### config.mk
export PLATFORM = sky130hd
export DESIGN_NAME = branch_predictor
export DESIGN_NICKNAME = d
export VERILOG_FILES = /design/src/verilog/bpu_pkg.sv /design/src/verilog/branch_predictor.sv /design/src/verilog/btb.sv /design/src/verilog/bht.sv
export SDC_FILE = /design/constraint.sdc
export NUM_CORES = 2
export LEC_CHECK = 0
export BUFFER_PORTS_ARGS = -buffer_cell sky130_fd_sc_hd__buf_2
export CAP_MARGIN = 30
export CORE_MARGIN = 2
export CORE_UTILIZATION = 45
export CTS_CLUSTER_SIZE = 10
export DETAILED_ROUTE_END_ITERATION = 8
export PLACE_DENSITY = 0.61
export SYNTH_ARGS = -nofsm -noshare
export SYNTH_HDL_FRONTEND = slang
export SYNTH_HIERARCHICAL = 1
export SYNTH_SLANG_ARGS = --single-unit
### constraint.sdc
create_clock -name clk -period 8.4 [get_ports clk]
set_input_delay 0.84 -clock clk [delete_from_list [all_inputs] [get_ports clk]]
set_output_delay 0.84 -clock clk [all_outputs]
set_load 0.05 [all_outputs]
### src/verilog/bpu_pkg.sv
package bpu_pkg;

	localparam int VADDR_WIDTH = 32;

	// one cache line holds four 8-byte fetch pairs
	localparam int ICACHE_LINE_WIDTH = 256;
	localparam int ICACHE_ADDR_WIDTH = $clog2(ICACHE_LINE_WIDTH / 8);

	// entries per table
	localparam int BP_SIZE = 64;

	typedef logic [VADDR_WIDTH - 1 : 0] virt_t;

	typedef enum logic [2:0] {
		ControlFlow_None    = 3'd0,
		ControlFlow_Branch  = 3'd1,
		ControlFlow_Jump    = 3'd2,
		ControlFlow_JumpReg = 3'd3,
		ControlFlow_Call    = 3'd4,
		ControlFlow_Return  = 3'd5
	} control_flow_t;

	// bit 1 set means taken
	typedef logic [1:0] bht_counter_t;
	typedef bht_counter_t bht_predict_t;

	typedef struct packed {
		control_flow_t cf;
		virt_t         target;
	} btb_predict_t;

	typedef struct packed {
		logic         valid;
		virt_t        pc;
		logic         taken;
		bht_counter_t counter;
	} bht_update_t;

	typedef struct packed {
		logic          valid;
		virt_t         pc;
		virt_t         target;
		control_flow_t cf;
	} btb_update_t;

	// resolved in the backend, counter is the one seen at fetch
	typedef struct packed {
		logic          valid;
		virt_t         pc;
		virt_t         target;
		control_flow_t cf;
		logic          taken;
		bht_counter_t  counter;
	} branch_resolved_t;

	// decoder found the btb wrongly flagged this pc
	typedef struct packed {
		logic  valid;
		virt_t pc;
	} presolved_branch_t;

	typedef struct packed {
		logic          valid;
		virt_t         target;
		control_flow_t cf;
		logic          taken;
		bht_counter_t  counter;
		logic          wait_delayslot;
	} branch_predict_t;

endpackage
### src/verilog/branch_predictor.sv
`timescale 1ns/1ps

module branch_predictor import bpu_pkg::*; #(
	parameter int SIZE = BP_SIZE
) (
	input  logic              clk,
	input  logic              rst,
	input  logic              stall,
	input  logic              flush,
	input  logic              skip,
	// 4-byte aligned fetch address, this cycle and last cycle
	input  virt_t             pc_cur,
	input  virt_t             pc_prev,
	input  branch_resolved_t  resolved_branch,
	input  presolved_branch_t presolved_branch,
	output branch_predict_t   prediction,
	output logic [1:0]        prediction_sel
);

	bht_update_t        bht_update;
	bht_predict_t [1:0] bht_predict;
	bht_predict_t [1:0] bht_predict_delay;

	btb_update_t        btb_update;
	btb_predict_t [1:0] btb_predict;
	btb_predict_t [1:0] btb_predict_delay;

	logic         pipe_stall;
	logic         pipe_flush;
	logic         bt_index;
	btb_predict_t btb_selected;
	bht_predict_t bht_selected;

	// every resolved control flow goes to the btb
	assign btb_update.valid  = resolved_branch.valid;
	assign btb_update.pc     = resolved_branch.pc;
	assign btb_update.target = resolved_branch.target;
	assign btb_update.cf     = resolved_branch.cf;

	// only conditional branches train counters
	assign bht_update.valid   = resolved_branch.valid &&
		resolved_branch.cf == ControlFlow_Branch;
	assign bht_update.pc      = resolved_branch.pc;
	assign bht_update.taken   = resolved_branch.taken;
	assign bht_update.counter = resolved_branch.counter;

	always_ff @(posedge clk) begin
		if (rst) begin
			pipe_stall <= 1'b0;
			pipe_flush <= 1'b0;
		end else begin
			pipe_stall <= stall;
			pipe_flush <= flush;
		end
	end

	// copy of table outputs, used in the cycle after a flush
	always_ff @(posedge clk) begin
		if (rst || flush) begin
			btb_predict_delay <= '0;
			bht_predict_delay <= '0;
		end else if (!pipe_stall) begin
			btb_predict_delay <= btb_predict;
			bht_predict_delay <= bht_predict;
		end
	end

	// odd pc_prev means the fetch started at slot 1
	always_comb begin
		if (pc_prev[2])
			bt_index = 1'b1;
		else
			bt_index = btb_predict[0].cf == ControlFlow_None;
		prediction_sel = bt_index ? 2'b10 : 2'b01;
	end

	always_comb begin
		if (pipe_flush) begin
			btb_selected = btb_predict_delay[bt_index];
			bht_selected = bht_predict_delay[bt_index];
		end else begin
			btb_selected = btb_predict[bt_index];
			bht_selected = bht_predict[bt_index];
		end
	end

	always_comb begin
		prediction.valid   = btb_selected.cf != ControlFlow_None && !skip && !pipe_flush;
		prediction.target  = btb_selected.target;
		prediction.cf      = btb_selected.cf;
		prediction.counter = bht_selected;
		// jumps, calls and returns are always taken
		if (btb_selected.cf == ControlFlow_Branch)
			prediction.taken = bht_selected[1];
		else
			prediction.taken = 1'b1;
		// last pair of the line, delay slot sits in the next line
		prediction.wait_delayslot = bt_index && (&pc_prev[ICACHE_ADDR_WIDTH - 1 : 3]);
	end

	bht #(
		.SIZE (SIZE)
	) u_bht (
		.clk     (clk),
		.rst     (rst),
		.vaddr   (pc_cur),
		.update  (bht_update),
		.predict (bht_predict)
	);

	btb #(
		.SIZE (SIZE)
	) u_btb (
		.clk              (clk),
		.rst              (rst),
		.vaddr            (pc_cur),
		.update           (btb_update),
		.presolved_branch (presolved_branch),
		.predict          (btb_predict)
	);

	// fetch addresses are word aligned
	assert property (@(posedge clk) disable iff (rst) pc_cur[1:0] == 2'b00);

endmodule

### src/verilog/btb.sv
`timescale 1ns/1ps

module btb import bpu_pkg::*; #(
	parameter int SIZE = BP_SIZE
) (
	input  logic              clk,
	input  logic              rst,
	input  virt_t             vaddr,
	input  btb_update_t       update,
	input  presolved_branch_t presolved_branch,
	output btb_predict_t [1:0] predict
);

	typedef logic [$clog2(SIZE / 2) - 1 : 0] index_t;
	typedef logic [VADDR_WIDTH - $clog2(SIZE / 2) - 4 : 0] tag_t;

	// entry storage, one array per field
	logic [1:0]         valid_q [SIZE / 2];
	tag_t [1:0]         tag_q   [SIZE / 2];
	btb_predict_t [1:0] data_q  [SIZE / 2];

	index_t             rd_idx;
	index_t             wr_idx;
	index_t             inv_idx;
	tag_t               rd_tag;
	tag_t               wr_tag;
	tag_t               inv_tag;
	logic               inv_hit;
	btb_predict_t [1:0] rd_data;

	assign rd_idx  = vaddr[3 +: $bits(index_t)];
	assign wr_idx  = update.pc[3 +: $bits(index_t)];
	assign inv_idx = presolved_branch.pc[3 +: $bits(index_t)];

	assign rd_tag  = vaddr[VADDR_WIDTH - 1 -: $bits(tag_t)];
	assign wr_tag  = update.pc[VADDR_WIDTH - 1 -: $bits(tag_t)];
	assign inv_tag = presolved_branch.pc[VADDR_WIDTH - 1 -: $bits(tag_t)];

	assign inv_hit = tag_q[inv_idx][presolved_branch.pc[2]] == inv_tag;

	// a miss reads as an empty entry
	always_comb begin
		for (int i = 0; i < 2; i++) begin
			rd_data[i] = data_q[rd_idx][i];
			if (!valid_q[rd_idx][i] || tag_q[rd_idx][i] != rd_tag)
				rd_data[i] = '0;
		end
	end

	always_ff @(posedge clk) begin
		if (rst) begin
			valid_q <= '{default: '0};
			predict <= '0;
		end else begin
			predict <= rd_data;
			if (presolved_branch.valid && inv_hit)
				valid_q[inv_idx][presolved_branch.pc[2]] <= 1'b0;
			// install comes last so it beats an invalidate of the same pc
			if (update.valid)
				valid_q[wr_idx][update.pc[2]] <= 1'b1;
		end
	end

	always_ff @(posedge clk) begin
		if (update.valid) begin
			tag_q[wr_idx][update.pc[2]]         <= wr_tag;
			data_q[wr_idx][update.pc[2]].cf     <= update.cf;
			data_q[wr_idx][update.pc[2]].target <= update.target;
		end
	end

	// only real control flow gets installed
	assert property (@(posedge clk) disable iff (rst)
		update.valid |-> update.cf != ControlFlow_None);

endmodule

### src/verilog/bht.sv
`timescale 1ns/1ps

module bht import bpu_pkg::*; #(
	parameter int SIZE = BP_SIZE
) (
	input  logic         clk,
	input  logic         rst,
	input  virt_t        vaddr,
	input  bht_update_t  update,
	output bht_predict_t [1:0] predict
);

	typedef logic [$clog2(SIZE / 2) - 1 : 0] index_t;

	// one row per 8-byte pair
	bht_counter_t [1:0] counters [SIZE / 2];

	index_t       rd_idx;
	index_t       wr_idx;
	bht_counter_t trained;

	assign rd_idx = vaddr[3 +: $bits(index_t)];
	assign wr_idx = update.pc[3 +: $bits(index_t)];

	// saturating step from the counter seen at fetch
	always_comb begin
		trained = update.counter;
		if (update.taken) begin
			if (update.counter != 2'b11)
				trained = update.counter + 2'b01;
		end else if (update.counter != 2'b00) begin
			trained = update.counter - 2'b01;
		end
	end

	always_ff @(posedge clk) begin
		if (rst) begin
			counters <= '{default: '0};
			predict  <= '0;
		end else begin
			// old contents on a same-edge write
			predict <= counters[rd_idx];
			if (update.valid)
				counters[wr_idx][update.pc[2]] <= trained;
		end
	end

	// backend must deliver a resolved direction with every update
	assert property (@(posedge clk) disable iff (rst)
		update.valid |-> !$isunknown(update.taken));

endmodule

==> qor.txt <==
Yosys top cell area share: 66.45%
Vias in the first global route: 91680
P_int: 0.03381 W
Avg Synthesized Cell Area: 20.86 sq um
Non-filler cells, final: 13910
Clock share of power: 41.6%
Hold-fix buffers, CTS: 0
Status: finished, final reports clean
Final Hold Vio Count: 0
Req. time, crit path: 9.22 ns
Critical Path End Type: flip-flop
Worst setup SP type: primary input
Ys async rst share: 0%
Peak supply drop: 0.1854 mV
H-tree lvl count: 5
CTS resizes: 0
Post-synth top flop: edfxtp_1
Seq pwr share: 52.1%
Crit Path Max Fanout: 64
Starting DRT DRC Count: 13170
Largest net degree at the start of global routing: 145
I/O pin count: 215
Worst-path clk slew: 0.05 ns
CP most frequent cell: buf_4
Fin. max-slew vios: 0
Critical Path AT: 6.19 ns
# Post-CTS Setup Buffers: 0
NetSw: 0.009447 W
Post-Place Cells: 13140
Critical Path, Cell by Cell: buf_4 > buf_4 > or4b_2 > buf_4 > o22ai_1 > nor4b_1 > a32oi_1 > xnor2_1 > nand3_1 > or4_1 > nor3_4 > buf_4 > a311oi_1
Highest Clock Rate: 185.9 MHz
Vias per Instance: 6.649
First-pass GRT wire length: 731800 microns
Initial antenna violation count: 33
Highest metal used: met5
WL met1: 201200 microns
Synth Cell Area: 170600 sq um
Fin crit share: 64.03%
Hold Slack: 0.07731 ns
Sw frac: 21.84%
Number of synthesized flops with an enable pin: 3776
Clock root buffer master: clkbuf_16
Antenna-violating nets left: 0
Post-Synth Simple-Gate Area: 2.313%
Number of synthesized register bits: 4118
Area of the multi-input gates: 48210 sq um
Initial Utilization: 45.10%
Worst slew pin tran: 1.114 ns
Total negative slack: 0 ns
Critical path's slowest cell: or4b_2
LEAKAGE: 60.93 nW
Sequential cell area: 120200 sq um
Syn Nets: 8355
All-layer global routing usage: 27.46%
Synth Area in Compound Gates: 2.237%
Routed wire length: 531800 microns
Post-layout util: 50.98%
Worst-Skew Late Latency: 1.01 ns
Multiplexer share of the synthesized area: 23.00%
Gate power share: 6.3%
Placed wire-length estimate: 293500 microns
Post-synthesis sequential area ratio: 70.46%
Die Span X: 619.8 microns
Number of cell rows: 226
Share of cells above drive strength 1: 30.24%
Finish-stage setup viols: 0
Min Tclk post-route: 5.378 ns
DIE HEIGHT: 619.8 microns
I/O Buffers: 178
RSZ-0062 raised after global routing: no
Core ar.: 378300 sq um
Clock Skew: 0.08594 ns
Slew headroom: 25.56%
Crit path largest cell delay: 0.76 ns
Full die area: 384100 sq um
Total gr overflow: 0
CP top delay family: simple AND/OR/NAND/NOR gates
Synthesis Warnings: 6
Worst Hold Class: in -> reg
CTS tree: yes
Clock Sinks: 4118
Bufs and invs on worst path: 4
Syn Inst Count: 8182
Distinct cells, synth: 84
Area leader, netlist: edfxtp_1
Post-Synth XOR/XNOR Area: 0.3586%
Synth top area cells: edfxtp_1 66%, mux4_2 20%, dfxtp_1 4.0%, mux2i_1 2.7%, nor2_1 1.0%
Vias: 92450
PnR Total Power: 0.04326 W
Total CTS buffers: 459
Layout Nets: 8803
Power Density: 224.3 nW/um^2
Met3 WL: 53590 microns
First-pass iteration count of the detailed router: 6
Routability congestion estimate: 0.8461
Drt wl/cell: 38.24 microns
Post-synthesis adder-cell area fraction: 0.01173%
Fill cells: 29790
Deepest clock path buffer count: 4
MaxCap Viol Count: 0
Metal2 WL: 254100 microns
# DRC: 0
Largest family of logic cells by synthesized area: multiplexers
Setup CP Type: in -> reg
Layout area overhead: 13.04%
==> flip-flops by register name, summed over array words and instances (netlist names), 4 cells and up <==
signal,flops
u_btb/predict,70
u_btb/data_q,2240
btb_predict_delay,70
u_bht/predict,4
u_bht/counters,128
u_btb/tag_q,1536
bht_predict_delay,4
u_btb/valid_q,64
==> synthesized netlist by cell type (all sizes together), types with 5 or more instances <==
master / instances
nand2: 183
edfxtp: 3776
clkbuf: 301
nor2: 455
buf: 247
a311oi: 69
nand2b: 9
nor2b: 19
or3: 8
a211oi: 17
mux2i: 466
a21boi: 8
and3: 8
a31oi: 13
mux2: 11
o21ai: 121
dfxtp: 342
nand3: 39
mux4: 1529
nor3: 29
xor2: 46
nand4: 26
a221oi: 12
o21bai: 5
and4: 5
nor4: 21
o22ai: 74
xnor2: 23
a21oi: 126
and2: 6
a22o: 22
nand3b: 8
nor3b: 5
a22oi: 80
inv: 6
==> path summary, 6_finish.rpt <==
kind	startpoint	endpoint	slack, ns	cells after the start
worst max register to register	u_btb/tag_q[19][22]$_DFFE_PP_	u_btb/valid_q[15]$_SDFF_PP0_	3.86	10
worst max-delay path	presolved_branch[7]	u_btb/valid_q[15]$_SDFF_PP0_	3.02	13
worst min-delay path	resolved_branch[13]	u_btb/data_q[15][42]$_DFFE_PP_	0.08	1
worst min register to register	u_bht/counters[108]$_SDFFE_PP0P_	u_bht/counters[108]$_SDFFE_PP0P_	0.47	2
==> layout make-up <==
type | count | share of cell area (%)
Sequential cell | 4118 | 62.34
Multi-Input combinational cell | 3510 | 24.99
Clock buffer | 670 | 6.529
Tap cell | 5016 | 3.254
Timing Repair Buffer | 535 | 2.642
Clock inverter | 33 | 0.2089
Antenna cell | 17 | 0.02205
Inverter | 6 | 0.01297
==> worst register-to-register path, stage by stage, from the launching register on <==
cell      delay (ns)
edfxtp_1        0.41
mux4_2          0.49
a22o_1          0.25
nor4b_1         0.78
a32oi_1         0.28
xnor2_1         0.22
nand3_1         0.14
or4_1           0.56
nor3_4          0.26
buf_4           0.63
a311oi_1        0.33
==> per-layer routing <==
layer,vias to the layer above,global-route usage [%]
met5,-,0
met4,12,10.45
met3,1052,5.450
met2,5561,43.84
met1,50290,37.51
li1,35540,-
==> kinds of logic (layout without fill, tap and decap cells) <==
kind of cell             count (synthesis)  after routing
XOR/XNOR                                69             69
AO/OA/AOI/OAI                          581            581
buffers and inverters                  554           1244
multiplexers                          2006           2006
flip-flops                            4118           4118
adder cells (fa/ha/maj)                  2              2
AND/OR/NAND/NOR                        852            852
other                                    0             17
==> power by group through the flow <==
stage	clock, W	combinational (W)	sequential (W)
floorplan	0	0.00159	0.0230
global placement	0	0.00261	0.0230
detailed placement	0	0.00265	0.0230
CTS	0.0183	0.00266	0.0226
global route	0.0190	0.00283	0.0225
finish	0.0180	0.00271	0.0225
==> cell usage in the layout, fill, tap and decap left out, drive strengths merged, types with 26 or more instances in the layout <==
master	count
mux4	1529
nand4	26
xor2	46
nand3	39
a311oi	69
a21oi	126
o22ai	74
nand2	183
a22oi	80
mux2i	466
dfxtp	342
nor3	29
buf	535
o21ai	121
edfxtp	3776
nor2	455
clkbuf	670
==> through the flow <==
step,setup slack (ns),instance area (sq um)
after floorplan,3.651,170600
after global routing,3.041,192900
after detailed placement,2.279,178900
final,3.022,192900
after CTS,3.281,191900
after global placement,2.299,178100
Power figures use the tool's default switching activity.
